## src/rtl/videoPkg.sv

```systemverilog
package videoPkg;

   typedef logic [1:0] colorIndex_t;
   typedef logic [1:0] shade_t;
   typedef logic [7:0] tileIndex_t;
   typedef logic [7:0] lineNum_t;
   typedef logic [7:0] pixelX_t;

   // byte offset into video memory, 0 is 8000
   typedef logic [12:0] vramAddr_t;

   typedef struct packed {
      logic       lcdEnable;
      logic [1:0] reservedHigh;
      logic       tileDataUnsigned;
      logic       mapSelect;
      logic [2:0] reservedLow;
   } lcdControl_t;

   typedef struct packed {
      lineNum_t scrollY;
      pixelX_t  scrollX;
   } scroll_t;

   typedef struct packed {
      lcdControl_t control;
      scroll_t     scroll;
      logic [7:0]  bgPalette;
   } renderRegs_t;

   typedef struct packed {
      vramAddr_t addr;
      logic      read;
   } vramReadReq_t;

   typedef struct packed {
      logic     valid;
      shade_t   shade;
      pixelX_t  x;
      lineNum_t line;
   } pixelOut_t;

   typedef enum logic [2:0] {IDLE, FETCH_MAP, FETCH_LOW, FETCH_HIGH, PUSH} renderState_e;

endpackage

```

## src/rtl/busPkg.sv

```systemverilog
package busPkg;

   typedef logic [15:0] busAddr_t;
   typedef logic [7:0]  busData_t;

   typedef struct packed {
      busAddr_t addr;
      busData_t writeData;
      logic     read;
      logic     write;
   } busRequest_t;

   typedef struct packed {
      logic     valid;
      busData_t data;
   } busResponse_t;

   localparam busAddr_t LCDC_ADDR = 16'hff40;
   localparam busAddr_t SCY_ADDR  = 16'hff42;
   localparam busAddr_t SCX_ADDR  = 16'hff43;
   localparam busAddr_t BGP_ADDR  = 16'hff47;

   // 384 tiles of 16 bytes, then the two 32x32 maps
   localparam busAddr_t TILE_BASE  = 16'h8000;
   localparam busAddr_t TILE_BYTES = 16'h1800;
   localparam busAddr_t MAP0_BASE  = 16'h9800;
   localparam busAddr_t MAP1_BASE  = 16'h9c00;
   localparam busAddr_t MAP_BYTES  = 16'h0400;

endpackage

```

## src/rtl/lineRenderer.sv

```systemverilog
`timescale 1ns/1ns

module lineRenderer #(
   parameter int lineWidth = 160,
   parameter int numLines  = 144
) (
   input  logic                   cntrl,
   input  logic                   rst,
   input  logic                   drawLine,
   input  videoPkg::renderRegs_t  renderRegs,
   output videoPkg::vramReadReq_t vramRead,
   input  busPkg::busData_t       renderData,
   output videoPkg::pixelOut_t    pixel,
   output logic                   lineDone,
   output logic                   frameDone
);
   import videoPkg::*;
   import busPkg::*;

   localparam pixelX_t   lastX          = pixelX_t'(lineWidth - 1);
   localparam lineNum_t  lastLine       = lineNum_t'(numLines - 1);
   localparam vramAddr_t map0Offset     = vramAddr_t'(MAP0_BASE - TILE_BASE);
   localparam vramAddr_t map1Offset     = vramAddr_t'(MAP1_BASE - TILE_BASE);
   localparam vramAddr_t signedTileBase = 13'h1000;

   renderState_e state;
   renderRegs_t  latched;
   lineNum_t     line;
   lineNum_t     bgRow;
   pixelX_t      x;
   logic [4:0]   tileCol;
   logic [2:0]   bitIdx;
   busData_t     lowByte;
   vramAddr_t    rowAddr;
   vramAddr_t    mapAddr;
   vramAddr_t    tileAddr;
   vramAddr_t    lowAddr;
   colorIndex_t  colorIdx;
   shade_t       curShade;
   logic         lineEnd;
   logic         frameEnd;

   assign mapAddr = (latched.control.mapSelect ? map1Offset : map0Offset)
                    + vramAddr_t'({bgRow[7:3], tileCol});

   // in FETCH_LOW renderData is the map entry
   assign tileAddr = latched.control.tileDataUnsigned ?
                     vramAddr_t'({renderData, 4'b0000}) :
                     signedTileBase + {renderData[7], renderData, 4'b0000};
   assign lowAddr  = {tileAddr[12:4], bgRow[2:0], 1'b0};

   // in PUSH renderData still holds the high plane byte
   assign colorIdx = {renderData[3'd7 - bitIdx], lowByte[3'd7 - bitIdx]};
   assign curShade = latched.bgPalette[{colorIdx, 1'b0} +: 2];

   always_comb begin
      vramRead.read = 1'b0;
      vramRead.addr = mapAddr;
      case (state)
         FETCH_MAP: vramRead.read = 1'b1;
         FETCH_LOW: begin
            vramRead.read = 1'b1;
            vramRead.addr = lowAddr;
         end
         FETCH_HIGH: begin
            vramRead.read = 1'b1;
            vramRead.addr = {rowAddr[12:1], 1'b1};
         end
         default: ;
      endcase
   end

   always_ff @(posedge cntrl) begin
      if (rst) begin
         state     <= IDLE;
         line      <= '0;
         pixel     <= '0;
         lineEnd   <= 1'b0;
         frameEnd  <= 1'b0;
         lineDone  <= 1'b0;
         frameDone <= 1'b0;
      end else begin
         pixel.valid <= 1'b0;
         lineEnd     <= 1'b0;
         frameEnd    <= 1'b0;
         // done pulses trail the last pixel by one cycle
         lineDone    <= lineEnd;
         frameDone   <= frameEnd;
         case (state)
            IDLE: begin
               if (drawLine && renderRegs.control.lcdEnable) begin
                  latched <= renderRegs;
                  bgRow   <= line + renderRegs.scroll.scrollY;
                  tileCol <= renderRegs.scroll.scrollX[7:3];
                  bitIdx  <= renderRegs.scroll.scrollX[2:0];
                  x       <= '0;
                  state   <= FETCH_MAP;
               end
            end
            FETCH_MAP: state <= FETCH_LOW;
            FETCH_LOW: begin
               rowAddr <= lowAddr;
               state   <= FETCH_HIGH;
            end
            FETCH_HIGH: begin
               lowByte <= renderData;
               state   <= PUSH;
            end
            PUSH: begin
               pixel.valid <= 1'b1;
               pixel.shade <= curShade;
               pixel.x     <= x;
               pixel.line  <= line;
               x           <= x + 1'b1;
               bitIdx      <= bitIdx + 1'b1;
               if (x == lastX) begin
                  state    <= IDLE;
                  lineEnd  <= 1'b1;
                  frameEnd <= (line == lastLine);
                  line     <= (line == lastLine) ? '0 : line + 1'b1;
               end else if (bitIdx == 3'd7) begin
                  // map column wraps at 32 tiles
                  tileCol <= tileCol + 1'b1;
                  state   <= FETCH_MAP;
               end
            end
            default: state <= IDLE;
         endcase
      end
   end

endmodule

```

## config.mk

```make
export PLATFORM = sky130hd
export DESIGN_NAME = lineRenderer
export DESIGN_NICKNAME = d
export VERILOG_FILES = /design/src/rtl/videoPkg.sv /design/src/rtl/busPkg.sv /design/src/rtl/lineRenderer.sv
export SDC_FILE = /design/constraint.sdc
export NUM_CORES = 1
export LEC_CHECK = 0
export BUFFER_PORTS_ARGS = -buffer_cell sky130_fd_sc_hd__buf_2
export CORE_UTILIZATION = 55
export CTS_CLUSTER_SIZE = 8
export DETAILED_ROUTE_END_ITERATION = 8
export PLACE_DENSITY = 0.8
export SLEW_MARGIN = 20
export SYNTH_ARGS = -nofsm -noshare
export SYNTH_HDL_FRONTEND = slang
export SYNTH_SLANG_ARGS = --single-unit
```

## constraint.sdc

```tcl
create_clock -name cntrl -period 4.33 [get_ports cntrl]
set_input_delay 0.866 -clock cntrl [delete_from_list [all_inputs] [get_ports cntrl]]
set_output_delay 0.866 -clock cntrl [all_outputs]
set_load 0.005 [all_outputs]
```

==> out/metrics.csv <==
metric;value;unit
yosysUniqueCellTypes;35;
post_cts_buffers;0;
remaining_drc_errors;0;
coreArea;6832;sq um
rr_worst_depth;4;
clock-sinks;88;
cts_hold_buffers;0;
postSynthCellCount;350;
die_area;7430;sq um
yosys_warnings;0;
crit_type;register to output port;
cp-start-kind;register;
min_period;2.955;ns
timing.hold.ws;0.4425;ns
yosys.area.top_type;edfxtp_1;
drtIter0Drc;262;
std_cell_rows;30;
antenna_found_initial;0;
first_global_vias;2748;
fin_worst_skew;0.007533;ns
outcome;complete, no violations;
pin_count;78;
synth.most_common_cell;nand2_1;
synth_edf_count;54;
cts_buffer_depth;2;
combinationalPowerShare;7.7;%
p_leak;1.836;nW
start_util;57.07;%
grt_pass1_wl;13360;um
grt_max_degree;34;
tns;0;ns
synth-seq-area-share;59.05;%
synthTopCellsByArea;edfxtp_1 (42%), dfxtp_1 (17%), nand2_1 (6.7%);
pwr_density_cell;355.8;nW/um^2
hold_depth;1;
switching_share;22.48;%
overflow;0;
max_slew.worst_pin.slew;1.025;ns
clk_latency;0.34;ns
min_from;lineEnd;
slew_headroom;31.60;%
finalHoldViolCount;0;
synthesis.nets;406;
vias_per_cell;5.375;
path_max_fanout;24;
cp-end-kind;output port;
irDropWorstVdd;0.2076;mV
area_growth;17.39;%
p_int;1.262;mW
cts_tree;done;
max_freq;0.3385;GHz
finalSetupViolCount;0;
hold_class;register to register;
clkPwrFrac;35.3;%
die_h;86.20;um
htree_levels;3;
cpPeakStageDelay;0.58;ns
finalCritPeriodShare;68.24;%
synth-async-reset-ratio;0;%
portBuffers;72;
finalMaxSlewViolations;0;
crit_chain;inv_1 -> nand2_1 -> mux2_2 -> buf_2;
hpwl;5669;um
numCtsBuffers;9;
startpoint;state[2];
vias;2811;
first_pass_iters;4;
power.switching;0.3661;mW
path_clk_slew;0.08;ns
synthFlopType;edfxtp_1;
netlist_area;3899;sq um
cp_data_arrival_time;2.09;ns
layoutNonFillerInstCount;523;
dpl.cell_count;507;
synth_common_cells;nand2_1 (70), edfxtp_1 (54), dfxtp_1 (34);
drive_gt1_share;22.95;%
synth-seq-cells;88;
final_area;4577;sq um
fp.dieW;86.20;um
diodes;0;
syn_area_per_cell;11.14;sq um
fin_nets;478;
cp.required;3.46;ns
cts_resized;0;
seqPwrFrac;57.0;%
cp_slowest_cell;nand2_1;
reg2reg_from;state[0];
wl_per_cell;15.37;um
synth_top_area_share;41.59;%
placed_cell_area;4367;sq um
ant_nets;0;
grt.total_usage;23.78;%
drt-total-wl;8038;um
rsz0062_at_grt;false;
cap_violations;0;
clockRootBuffer;clkbuf_8;
gp_congestion;0.8603;
==> routing by layer <==
metal | wire (um) | global-route usage (%)
met1 | 3444 | 30.64
met5 | 0 | 0
met2 | 4015 | 40.62
met4 | 180 | 10.00
met3 | 397 | 3.238
==> per-stage QoR <==
step | setup slack, ns | utilization, % | total power, mW
after CTS | 1.381 | 67.00 | 1.638
after global routing | 1.203 | 67.00 | 1.693
after detailed placement | 1.601 | 63.92 | 1.072
after floorplan | 1.354 | - | 1.014
final | 1.375 | 67.00 | 1.628
after global placement | 1.731 | 63.85 | 1.066
==> cells by family after synthesis <==
| kind of cell | synth area share [%] |
|---|---|
| simple gates | 14.99 |
| flops | 59.05 |
| buf+inv | 2.278 |
| fa+ha+maj | 4.364 |
| compound gates | 6.740 |
| mux | 7.413 |
| xor+xnor | 5.167 |
==> state kept, by name, indices dropped and copies added, names as in the netlist, 3 cells and up <==
signal and count:
line 8, bgRow 8, state 3, pixel 19, x 8, tileCol 5, bitIdx 3, lowByte 8
latched 10, rowAddr 12
==> worst paths after layout <==
path | end | slack, ns
setup / recovery | vramRead[1] | 1.38
hold / removal | lineDone | 0.44
setup reg to reg | tileCol[3] | 1.55
hold reg to reg | lineDone | 0.44
==> power groups by stage <==
stage               Clock (mW)  Sequential, mW  Combinational, mW
detailed placement           0           0.947              0.125
global placement             0           0.946              0.120
CTS                      0.583           0.928              0.126
global route             0.622           0.931              0.140
finish                   0.575           0.928              0.126
floorplan                    0           0.935             0.0788
==> area by class of cell <==
type | instances | area [sq um]
Clock inverter | 3 | 17.52
Tap cell | 96 | 120.1
Multi-Input combinational cell | 239 | 1524
Clock buffer | 13 | 192.7
Inverter | 8 | 30.03
Timing Repair Buffer | 76 | 390.4
Sequential cell | 88 | 2302
Fill cell | 546 | 2255
==> placed cells by master (no fill, tap or decap), drive strengths merged <==
cell type	instances
a21oi	23
edfxtp	54
buf	76
inv	10
xnor2	10
ha	12
o41ai	1
or2	1
clkinv	1
dfxtp	34
and3	5
mux2	1
a2111oi	1
nand3	10
a21o	2
clkbuf	13
nor4	2
a31oi	1
nor3	6
nand2	70
or3	1
nor3b	1
o21ai	18
and4	2
nor2	26
a41o	1
mux4	5
nand4	4
a211o	1
mux2i	15
xor2	13
fa	1
nor2b	3
nand2b	3
==> worst max-delay path: cells and delay by family, from the launching register on <==
kind | cells | cell delay, ns
buffers and inverters | 2 | 0.27
DFF | 1 | 0.47
muxes | 1 | 0.41
and+or+nand+nor | 1 | 0.58
(Power assumes the default switching activity.)
