<file path="src/rtl/videoPkg.sv">
package videoPkg;

   typedef logic [1:0] colorIndex_t;
   typedef logic [1:0] shade_t;
   typedef logic [7:0] tileIndex_t;
   typedef logic [7:0] lineNum_t;
   typedef logic [7:0] pixelX_t;

   // byte offset into video memory, 0 is 8000
   typedef logic [12:0] vramAddr_t;

   typedef struct packed {
      logic       lcdEnable;
      logic [1:0] reservedHigh;
      logic       tileDataUnsigned;
      logic       mapSelect;
      logic [2:0] reservedLow;
   } lcdControl_t;

   typedef struct packed {
      lineNum_t scrollY;
      pixelX_t  scrollX;
   } scroll_t;

   typedef struct packed {
      lcdControl_t control;
      scroll_t     scroll;
      logic [7:0]  bgPalette;
   } renderRegs_t;

   typedef struct packed {
      vramAddr_t addr;
      logic      read;
   } vramReadReq_t;

   typedef struct packed {
      logic     valid;
      shade_t   shade;
      pixelX_t  x;
      lineNum_t line;
   } pixelOut_t;

   typedef enum logic [2:0] {IDLE, FETCH_MAP, FETCH_LOW, FETCH_HIGH, PUSH} renderState_e;

endpackage

</file>
<file path="src/rtl/busPkg.sv">
package busPkg;

   typedef logic [15:0] busAddr_t;
   typedef logic [7:0]  busData_t;

   typedef struct packed {
      busAddr_t addr;
      busData_t writeData;
      logic     read;
      logic     write;
   } busRequest_t;

   typedef struct packed {
      logic     valid;
      busData_t data;
   } busResponse_t;

   localparam busAddr_t LCDC_ADDR = 16'hff40;
   localparam busAddr_t SCY_ADDR  = 16'hff42;
   localparam busAddr_t SCX_ADDR  = 16'hff43;
   localparam busAddr_t BGP_ADDR  = 16'hff47;

   // 384 tiles of 16 bytes, then the two 32x32 maps
   localparam busAddr_t TILE_BASE  = 16'h8000;
   localparam busAddr_t TILE_BYTES = 16'h1800;
   localparam busAddr_t MAP0_BASE  = 16'h9800;
   localparam busAddr_t MAP1_BASE  = 16'h9c00;
   localparam busAddr_t MAP_BYTES  = 16'h0400;

endpackage

</file>
<file path="src/rtl/lcdRegisterFile.sv">
`timescale 1ns/1ns

module lcdRegisterFile (
   input  logic                  cntrl,
   input  logic                  rst,
   input  busPkg::busRequest_t   bus,
   input  busPkg::busResponse_t  memResp,
   output busPkg::busResponse_t  busResp,
   output videoPkg::renderRegs_t renderRegs
);
   import videoPkg::*;
   import busPkg::*;

   localparam busData_t lcdcReset = 8'h90;
   // identity palette, index i maps to shade i
   localparam busData_t bgpReset  = 8'he4;

   lcdControl_t lcdc;
   scroll_t     scroll;
   busData_t    bgp;

   logic        regHit;
   busData_t    regData;
   logic        respValid;
   busData_t    respData;

   always_comb begin
      regHit  = 1'b1;
      regData = '0;
      case (bus.addr)
         LCDC_ADDR: regData = lcdc;
         SCY_ADDR:  regData = scroll.scrollY;
         SCX_ADDR:  regData = scroll.scrollX;
         BGP_ADDR:  regData = bgp;
         default:   regHit = 1'b0;
      endcase
   end

   always_ff @(posedge cntrl) begin
      if (rst) begin
         lcdc      <= lcdControl_t'(lcdcReset);
         scroll    <= '0;
         bgp       <= bgpReset;
         respValid <= 1'b0;
      end else begin
         respValid <= bus.read && regHit;
         if (bus.write) begin
            case (bus.addr)
               LCDC_ADDR: lcdc <= lcdControl_t'(bus.writeData);
               SCY_ADDR:  scroll.scrollY <= bus.writeData;
               SCX_ADDR:  scroll.scrollX <= bus.writeData;
               BGP_ADDR:  bgp <= bus.writeData;
               default: ;
            endcase
         end
      end
   end

   always_ff @(posedge cntrl) begin
      if (bus.read) begin
         respData <= regData;
      end
   end

   // ranges are disjoint, at most one side answers
   always_comb begin
      busResp.valid = respValid | memResp.valid;
      busResp.data  = respValid ? respData : memResp.data;
   end

   assign renderRegs.control   = lcdc;
   assign renderRegs.scroll    = scroll;
   assign renderRegs.bgPalette = bgp;

endmodule

</file>
<file path="config.mk">
export PLATFORM = sky130hd
export DESIGN_NAME = lcdRegisterFile
export DESIGN_NICKNAME = d
export VERILOG_FILES = /design/src/rtl/videoPkg.sv /design/src/rtl/busPkg.sv /design/src/rtl/lcdRegisterFile.sv
export SDC_FILE = /design/constraint.sdc
export NUM_CORES = 1
export LEC_CHECK = 0
export ABC_AREA = 1
export BUFFER_PORTS_ARGS = -buffer_cell sky130_fd_sc_hd__buf_4
export CORE_UTILIZATION = 54
export DETAILED_ROUTE_END_ITERATION = 10
export PLACE_DENSITY = 0.87
export SYNTH_ARGS = -nofsm -noshare
export SYNTH_HDL_FRONTEND = slang
export SYNTH_SLANG_ARGS = --single-unit
</file>
<file path="constraint.sdc">
create_clock -name cntrl -period 2.9 [get_ports cntrl]
set_input_delay 0.58 -clock cntrl [delete_from_list [all_inputs] [get_ports cntrl]]
set_output_delay 0.58 -clock cntrl [all_outputs]
set_load 0.02 [all_outputs]
</file>
==> impl_metrics.json, run 1 <==
{
  "run_status": "finished clean",
  "hold_viol": 0,
  "wirelength_um": 5545,
  "diodes": 0,
  "rows": 23,
  "arrival_ns": 2.06,
  "boundaryPins": 78,
  "grt_pass1_wl_um": 8838,
  "grt_usage": 0.2619,
  "rsz0062_at_grt": "no",
  "slew_headroom": 0.5087,
  "io_buffers": 77,
  "route.detailed.drc": 0,
  "dieArea_um2": 4581,
  "cts_resized": 0,
  "overflow": 0,
  "synth.ff_latch_count": 41,
  "vdd_drop_max_v": 0.0003308,
  "final_util": 0.7308,
  "avgSynthCellArea_um2": 6.263,
  "ys_seq_area_frac": 0.3867,
  "fillerInstances": 328,
  "vias_per_cell": 4.759,
  "grt_pass1_vias": 2012,
  "via_count": 2351,
  "wl_per_cell_um": 11.22,
  "worst_slew_pin_slew_ns": 0.7361,
  "fin_nets": 480,
  "grt_max_degree": 34,
  "finalCritPeriodShare": 0.6501,
  "cts_buffer_depth": 2,
  "synth_top_area_frac": 0.2836,
  "post-place-ws_ns": 0.7148,
  "postPlaceCellArea_um2": 2879,
  "postCtsSetupBuffers": 0,
  "critPathRequiredTime_ns": 3.08,
  "initial_utilization": 0.5742,
  "area_delta_synth_final_pct": 27.28,
  "gp_congestion": 0.7985,
  "start_kind": "primary input",
  "finClkSkew_ns": 0.001316,
  "min-delay-start": "bgp[6]$_SDFFE_PP1P_",
  "cp-end-kind": "flop",
  "first_iter_violations": 116,
  "cts_root_buffer": "clkbuf_8",
  "fin_crit_ns": 1.885,
  "maxCapViolations": 0,
  "dr.pass1.iters": 4,
  "cts_buffers": 5,
  "holdWs_ns": 0.4984,
  "hp-class": "flop to flop",
  "clk_latency_ns": 0.29,
  "crit_fanout": 21,
  "syn_inst": 372,
  "worstSetupPathType": "primary input to flop",
  "cts_tree": "done",
  "max_freq_mhz": 530.4,
  "setup_ws_ns": 1.015,
  "leakagePower_nw": 1.604,
  "synth_area_um2": 2330,
  "post-dp-hpwl_um": 4053,
  "finalSetupTns_ns": 0,
  "ant_nets": 0,
  "power.density_nw_per_um2": 358.5,
  "coreArea_um2": 4058,
  "setup_violations": 0,
  "clk_pin_slew_ns": 0.08,
  "final_cell_area_um2": 2965,
  "die_h_um": 67.69,
  "yosysWarningCount": 0,
  "syn_nets": 409,
  "antenna_found_initial": 0,
  "synth_top_area_cell": "dfxtp_1",
  "clkSinkCount": 41,
  "netlist_top_cells_area": "dfxtp_1, nand2_1, edfxtp_1",
  "worstSetupStartpoint": "bus[17]",
  "htreeDepth": 2,
  "r2r-start": "bgp[6]$_SDFFE_PP1P_",
  "cts-hold-fix-buffers": 0,
  "drv_slew": 0,
  "fp.dieW_um": 67.69,
  "drive_gt1_frac": 0.2320,
  "ys_types": 22
}
-- layout make-up --
class / instances / area [um2] / area share
clock buffers: 5 / 68.82 / 0.02321
clock inverters: 3 / 17.52 / 0.005907
inverters: 65 / 246.5 / 0.08312
multi-input cells: 252 / 1084 / 0.3654
flip-flops and latches: 41 / 900.9 / 0.3038
well taps: 50 / 62.56 / 0.02110
repair buffers: 78 / 585.6 / 0.1975
-- path summary, 6_finish.rpt --
kind	depth (start not counted)	slack [ns]	endpoint
max reg2reg	4	2.05	respData[6]$_DFFE_PP_
min reg2reg	2	0.50	bgp[6]$_SDFFE_PP1P_
min	2	0.50	bgp[6]$_SDFFE_PP1P_
max	9	1.01	bgp[2]$_SDFFE_PP1P_
-- placed cells by master (no fill, tap or decap), types with 5 or more instances in the layout --
master | synthesis | final
buf_4 | 5 | 78
clkbuf_8 | 0 | 5
dfxtp_1 | 33 | 33
edfxtp_1 | 8 | 8
inv_1 | 63 | 63
nand2_1 | 145 | 145
nand2_2 | 6 | 6
nand3_1 | 31 | 31
nor2_1 | 53 | 53
-- worst max-delay path, cell delays in order --
cell	delay, ns
buf_4	0.11
inv_1	0.04
nand2_1	0.04
nor2_1	0.19
nand2_1	0.10
nor2_2	0.58
nand2_1	0.24
nand2_1	0.11
nand3_1	0.07
-- metrics by stage --
| step | cells | total power, mW |
|---|---|---|
| 2_1_floorplan | 372 | 0.6431 |
| 3_3_place_gp | 486 | 0.7036 |
| 3_5_place_dp | 486 | 0.7057 |
| 4_1_cts | 494 | 1.067 |
| 5_1_grt | 494 | 1.103 |
| 6_report | 494 | 1.063 |
-- registers in the layout (all words and copies together), names as in the netlist --
| name | count |
|---|---|
| respValid | 1 |
| renderRegs | 24 |
| bgp | 8 |
| respData | 8 |
-- logic make-up (layout without fill, tap and decap cells) --
logic type | after synthesis | after routing | share of synthesized area
AO/OA/AOI/OAI | 4 | 4 | 0.008593
flip-flops | 41 | 41 | 0.3867
buffers and inverters | 79 | 151 | 0.1482
AND/OR/NAND/NOR | 248 | 248 | 0.4565
-- synthesized netlist by cell type --
cell type and instances:
nand3_2 1, nand3_1 31, nor2_2 2, nand2_1 145, edfxtp_1 8, clkbuf_1 2, nand3_4 2, a21oi_1 4
clkinv_1 1, or2_2 1, buf_1 2, dfxtp_1 33, nand2_2 6, nor2_4 4, inv_4 1, clkbuf_4 1
buf_6 3, nand4_1 3, buf_4 5, nor2_1 53, inv_1 63, buf_2 1
-- report_power, final --
part / switching [mW] / internal [mW] / total, mW
logic: 0.0583 / 0.0504 / 0.109
clock network: 0.204 / 0.166 / 0.371
registers: 0.000994 / 0.583 / 0.584
-- metal layers --
layer  up-vias  share of wire  global-route usage  wire length (um)
met2        97           0.49              0.4653              2744
met4         0          0.016              0.1144                87
met1      1003           0.41              0.3079              2285
met3        11          0.077             0.03885               428
li1       1240              -                   -                 -
met5         -              0                   0                 0
Power figures use the tool's default switching activity.
==> run 2, diff against run 1 <==
--- a/config.mk
+++ b/config.mk
@@ -7,9 +7,9 @@
 export LEC_CHECK = 0
 export ABC_AREA = 1
 export BUFFER_PORTS_ARGS = -buffer_cell sky130_fd_sc_hd__buf_4
-export CORE_UTILIZATION = 54
+export CORE_UTILIZATION = 45
 export DETAILED_ROUTE_END_ITERATION = 10
-export PLACE_DENSITY = 0.87
+export PLACE_DENSITY = 0.77
 export SYNTH_ARGS = -nofsm -noshare
 export SYNTH_HDL_FRONTEND = slang
 export SYNTH_SLANG_ARGS = --single-unit
==> constraint.sdc (replaced) <==
create_clock -name cntrl -period 1.7 [get_ports cntrl]
set_input_delay 0.34 -clock cntrl [delete_from_list [all_inputs] [get_ports cntrl]]
set_output_delay 0.34 -clock cntrl [all_outputs]
set_load 0.02 [all_outputs]
==> run 2 against run 1 <==
Net effect: routed wire length grew 6.3%; clock-buffer cell count grew 3; critical path type is now flop to primary output; sequential share of layout area shrank 0.86 points; clock skew grew 0.0040 ns; sequential cell count is the same; cell count grew 3.8%.
==> impl_metrics.json, run 2 (synthesis gave the netlist of run 1 again) <==
{
  "final_cell_mix": "nand2_1, buf_4, inv_1",
  "boundaryPins": 78,
  "fp.dieW_um": 73.95,
  "crit_fanout": 10,
  "cts_tree": "done",
  "finClkSkew_ns": 0.005282,
  "dp.cells": 505,
  "r2r_end": "respData[4]$_DFFE_PP_",
  "grt.busiest_layer": "met2",
  "path_delay_family": "flip-flops",
  "power_frac_clock": 0.390,
  "cts_buffers": 5,
  "htreeDepth": 2,
  "wirelength_um": 5893,
  "worstSetupPathType": "flop to primary output",
  "hp-class": "primary input to flop",
  "postCtsSetupBuffers": 0,
  "rsz0062_at_grt": "no",
  "met3_usage": 0.05014,
  "clk_latency_ns": 0.29,
  "clk_pin_slew_ns": 0.08,
  "met1_usage": 0.2542,
  "reg2reg_depth": 4,
  "cp.buffers_inverters": 2,
  "crit_chain": "inv_1 > nand2_1 > nand2_1 > buf_4",
  "dr.pass1.iters": 4,
  "vias_per_cell": 4.634,
  "cp_slowest_cell": "dfxtp_1",
  "critPathRequiredTime_ns": 1.36,
  "cts_root_buffer": "clkbuf_8",
  "start_kind": "flop",
  "finalSetupTns_ns": 0,
  "maxCapViolations": 0,
  "p_int_mw": 1.501,
  "route.detailed.drc": 0,
  "fin_cells": 513,
  "leakagePower_nw": 1.633,
  "grt_pass1_vias": 2209,
  "largest_reg_flops": 24,
  "cts_buffer_depth": 2,
  "fin_crit_ns": 1.597,
  "antenna_found_initial": 0,
  "hold_viol": 0,
  "r2r-start": "bgp[4]$_SDFFE_PP0P_",
  "overflow": 0,
  "power.density_nw_per_um2": 636.7,
  "use_met2": 0.4101,
  "finalCritPeriodShare": 0.9393,
  "die_h_um": 73.95,
  "switching_share": 0.2277,
  "coreArea_um2": 4848,
  "setup_ws_ns": 0.1031,
  "rows": 25,
  "worstSetupStartpoint": "respValid$_SDFF_PP0_",
  "combinationalPowerShare": 0.096,
  "post-place-ws_ns": 0.1517,
  "power_switching_uw": 442.4,
  "critical_path_depth": 4,
  "grt_usage": 0.2239,
  "cp-end-kind": "primary output",
  "dieArea_um2": 5469,
  "drv_slew": 0,
  "grt_pass1_wl_um": 9349,
  "pwr-share-seq": 0.513,
  "diodes": 0,
  "vdd_drop_max_v": 0.0006454,
  "area_delta_synth_final_pct": 30.99,
  "max_freq_mhz": 626.2,
  "run_status": "finished clean",
  "wl_per_cell_um": 11.49,
  "crit_end": "busResp[0]",
  "initial_utilization": 0.4805,
  "cts_resized": 0,
  "gp_congestion": 0.7849,
  "grt_max_degree": 34,
  "worst_slew_pin_slew_ns": 0.3719,
  "slew_headroom": 0.7515,
  "layout.cells.most_common": "nand2_1",
  "fin_nets": 482,
  "ant_nets": 0,
  "reg2reg_setup_slack_ns": 0.87,
  "arrival_ns": 1.26,
  "post-dp-hpwl_um": 4368,
  "setup_violations": 0,
  "io_buffers": 77,
  "cts-hold-fix-buffers": 0,
  "max_stage_delay_ns": 0.48,
  "drive_gt1_frac": 0.2332,
  "clkSinkCount": 41,
  "path_common_cell": "nand2_1",
  "via_count": 2377,
  "first_iter_violations": 154
}
-- run 2: stage by stage --
step	hold WS (ns)	util	instance area (um2)	power, mW
detailed placement	0.4849	0.6065	2940	1.207
global placement	0.4751	0.6065	2940	1.204
floorplan	0.4525	-	2330	1.097
CTS	0.2908	0.6294	3052	1.954
finish	0.3001	0.6294	3052	1.943
global route	0.3006	0.6294	3052	2.003
-- run 2: how the worst min path moves through the flow --
stage | startpoint | to | slack (ns) | depth (start not counted)
after global placement | bgp[2]$_SDFFE_PP1P_ | bgp[2]$_SDFFE_PP1P_ | 0.48 | 2
final | bus[5] | renderRegs[27]$_SDFFE_PP0P_ | 0.30 | 3
after global routing | bus[2] | renderRegs[24]$_SDFFE_PP0P_ | 0.30 | 3
after detailed placement | bgp[2]$_SDFFE_PP1P_ | bgp[2]$_SDFFE_PP1P_ | 0.48 | 2
after floorplan | bus[1] | respData[0]$_DFFE_PP_ | 0.45 | 0
after CTS | bus[5] | renderRegs[11]$_SDFFE_PP0P_ | 0.29 | 3
-- run 2: layer usage --
layer	vias up	wire length, um
li1	1243	-
met1	1028	2409
met2	95	2904
met3	11	477
met4	0	102
met5	-	0
-- run 2: cell type report --
class                      count  area (um2)
clock buffer                   8       111.4
fill                         470        1797
inverter                      65       246.5
multi-input combinational    252        1084
sequential                    41       900.9
tap                           67       83.83
timing repair buffer          80       625.6
-- run 2: tightest hold or removal path, cell delays in order --
cell and delay, ns:
buf_4 0.10, nor2_1 0.04, nor2_1 0.08
-- run 2: power groups by stage --
stage	Clock (mW)	Sequential [mW]	Combinational [mW]
2_1_floorplan	0	1.02	0.0783
3_3_place_gp	0	1.02	0.184
3_5_place_dp	0	1.02	0.187
4_1_cts	0.770	0.997	0.187
5_1_grt	0.802	0.998	0.204
6_report	0.759	0.998	0.187
==> run 3, diff against run 2 <==
--- a/config.mk
+++ b/config.mk
@@ -7,6 +7,7 @@
 export LEC_CHECK = 0
 export ABC_AREA = 1
 export BUFFER_PORTS_ARGS = -buffer_cell sky130_fd_sc_hd__buf_4
+export CORE_ASPECT_RATIO = 1.2
 export CORE_UTILIZATION = 45
 export DETAILED_ROUTE_END_ITERATION = 10
 export PLACE_DENSITY = 0.77
==> run 3 against run 2 <==
Net effect: die area about the same; non-clock buffer count unchanged; clock power decreased by 19%; critical path depth unchanged; clock skew increased by 0.0023 ns; core utilization decreased by 2.4 points; critical path type unchanged; largest power group unchanged.
==> impl_metrics.json, run 3 (synthesis gave the netlist of run 1 again) <==
{
  "run_status": "finished clean",
  "wl_per_cell_um": 11.24,
  "finClkSkew_ns": 0.007559,
  "reg2reg_depth": 4,
  "cp_slowest_cell": "dfxtp_2",
  "ant_nets": 0,
  "hold_viol": 0,
  "power_mw": 1.795,
  "cts_buffers": 5,
  "power.density_nw_per_um2": 599.9,
  "r2r_end": "respData[5]$_DFFE_PP_",
  "arrival_ns": 1.15,
  "grt_pass1_vias": 2134,
  "maxCapViolations": 0,
  "largest_reg_flops": 24,
  "drive_gt1_frac": 0.2332,
  "reg2reg_setup_slack_ns": 0.88,
  "htreeDepth": 2,
  "worst_slew_pin_slew_ns": 0.3812,
  "vdd_drop_max_v": 0.0003837,
  "min-delay-start": "bus[3]",
  "leakagePower_nw": 1.610,
  "grt_pass1_wl_um": 9294,
  "crit_chain": "inv_1 > nand2_1 > nand2_1 > buf_4",
  "cts_buffer_depth": 2,
  "rsz0062_at_grt": "no",
  "boundaryPins": 78,
  "first_iter_violations": 125,
  "io_buffers": 77,
  "cts_tree": "done",
  "cts_resized": 0,
  "cts-hold-fix-buffers": 0,
  "path_common_cell": "nand2_1",
  "diodes": 0,
  "setup_ws_ns": 0.2140,
  "r2r-start": "bgp[5]$_SDFFE_PP1P_",
  "drv_slew": 0,
  "area_delta_synth_final_pct": 28.41,
  "finalCritPeriodShare": 0.8741,
  "antenna_found_initial": 0,
  "fp.dieW_um": 67.69,
  "route.detailed.drc": 0,
  "wirelength_um": 5686,
  "final_cell_mix": "nand2_1, buf_4, inv_1",
  "fin_nets": 482,
  "hp-class": "primary input to flop",
  "grt_usage": 0.2277,
  "worstSetupPathType": "flop to primary output",
  "gp_congestion": 0.8231,
  "postCtsSetupBuffers": 0,
  "clk_latency_ns": 0.30,
  "hold_end": "renderRegs[25]$_SDFFE_PP0P_",
  "layout.cells.most_common": "nand2_1",
  "via_count": 2349,
  "coreArea_um2": 4940,
  "finalSetupTns_ns": 0,
  "rows": 28,
  "hold_depth": 3,
  "post-place-ws_ns": 0.1199,
  "clkSinkCount": 41,
  "fillerInstances": 481,
  "overflow": 0,
  "cp-end-kind": "primary output",
  "die_h_um": 80.82,
  "slew_headroom": 0.7453,
  "vias_per_cell": 4.642,
  "initial_utilization": 0.4716,
  "max_stage_delay_ns": 0.42,
  "max_freq_mhz": 672.9,
  "fin_crit_ns": 1.486,
  "grt_max_degree": 34,
  "dr.pass1.iters": 4,
  "start_kind": "flop",
  "cts_root_buffer": "clkbuf_8",
  "post-dp-hpwl_um": 4240,
  "crit_fanout": 10,
  "dieArea_um2": 5470,
  "setup_violations": 0,
  "critPathRequiredTime_ns": 1.36,
  "clk_pin_slew_ns": 0.08
}
run 3: cell types whose count changed in the layout (fill, tap and decap cells not counted):
cell,previous run,this run
clkbuf_16,1,0
clkinvlp_4,0,1
buf_4,78,80
clkbuf_8,6,5
dfxtp_1,33,32
buf_12,2,0
dfxtp_2,0,1
clkinv_1,1,2
run 3: how the worst max path moves through the flow:
| stage | startpoint | cells after the start | slack, ns | to |
|---|---|---|---|---|
| after floorplan | bus[19] | 9 | 0.45 | respData[4]$_DFFE_PP_ |
| after global placement | bus[15] | 7 | 0.16 | renderRegs[26]$_SDFFE_PP0P_ |
| after detailed placement | bus[15] | 7 | 0.12 | renderRegs[27]$_SDFFE_PP0P_ |
| after CTS | respValid$_SDFF_PP0_ | 4 | 0.06 | busResp[7] |
| after global routing | respValid$_SDFF_PP0_ | 4 | 0.12 | busResp[4] |
| final | respValid$_SDFF_PP0_ | 4 | 0.21 | busResp[7] |
run 3: worst max-delay path: cells and delay by family, from the launching register on:
family	cells	cell delay, ns
buffers and inverters	2	0.30
and+or+nand+nor	2	0.14
DFF	1	0.42
run 3: layout make-up:
cell class | instances | area, um2 | area share
inverters | 65 | 246.5 | 0.08239
multi-input cells | 252 | 1084 | 0.3622
flip-flops and latches | 41 | 902.1 | 0.3015
clock buffers | 6 | 72.57 | 0.02426
clock inverters | 2 | 11.26 | 0.003764
well taps | 60 | 75.07 | 0.02509
repair buffers | 80 | 600.6 | 0.2008
run 3: power by group:
part / total, mW / switching, mW / leakage, nW / internal [mW]
clock: 0.613 / 0.328 / 0.0388 / 0.284
combinational: 0.185 / 0.0988 / 1.22 / 0.0859
sequential: 0.997 / 0.00258 / 0.349 / 0.995
total: 1.79 / 0.430 / 1.61 / 1.37
run 3: through the flow:
stage / util / cell area [um2] / hold slack, ns / cells
after floorplan: - / 2330 / 0.4525 / 372
after global placement: 0.5884 / 2907 / 0.4763 / 498
after detailed placement: 0.5884 / 2907 / 0.4780 / 498
after CTS: 0.6054 / 2990 / 0.2850 / 506
after global routing: 0.6056 / 2992 / 0.3071 / 506
final: 0.6056 / 2992 / 0.2851 / 506
run 3: routing by layer:
layer	track usage	part of all wire	up-vias
met5	0	0	-
met4	0.09787	0.024	0
met3	0.04073	0.065	10
met2	0.4089	0.51	79
met1	0.2563	0.40	1022
li1	-	-	1238
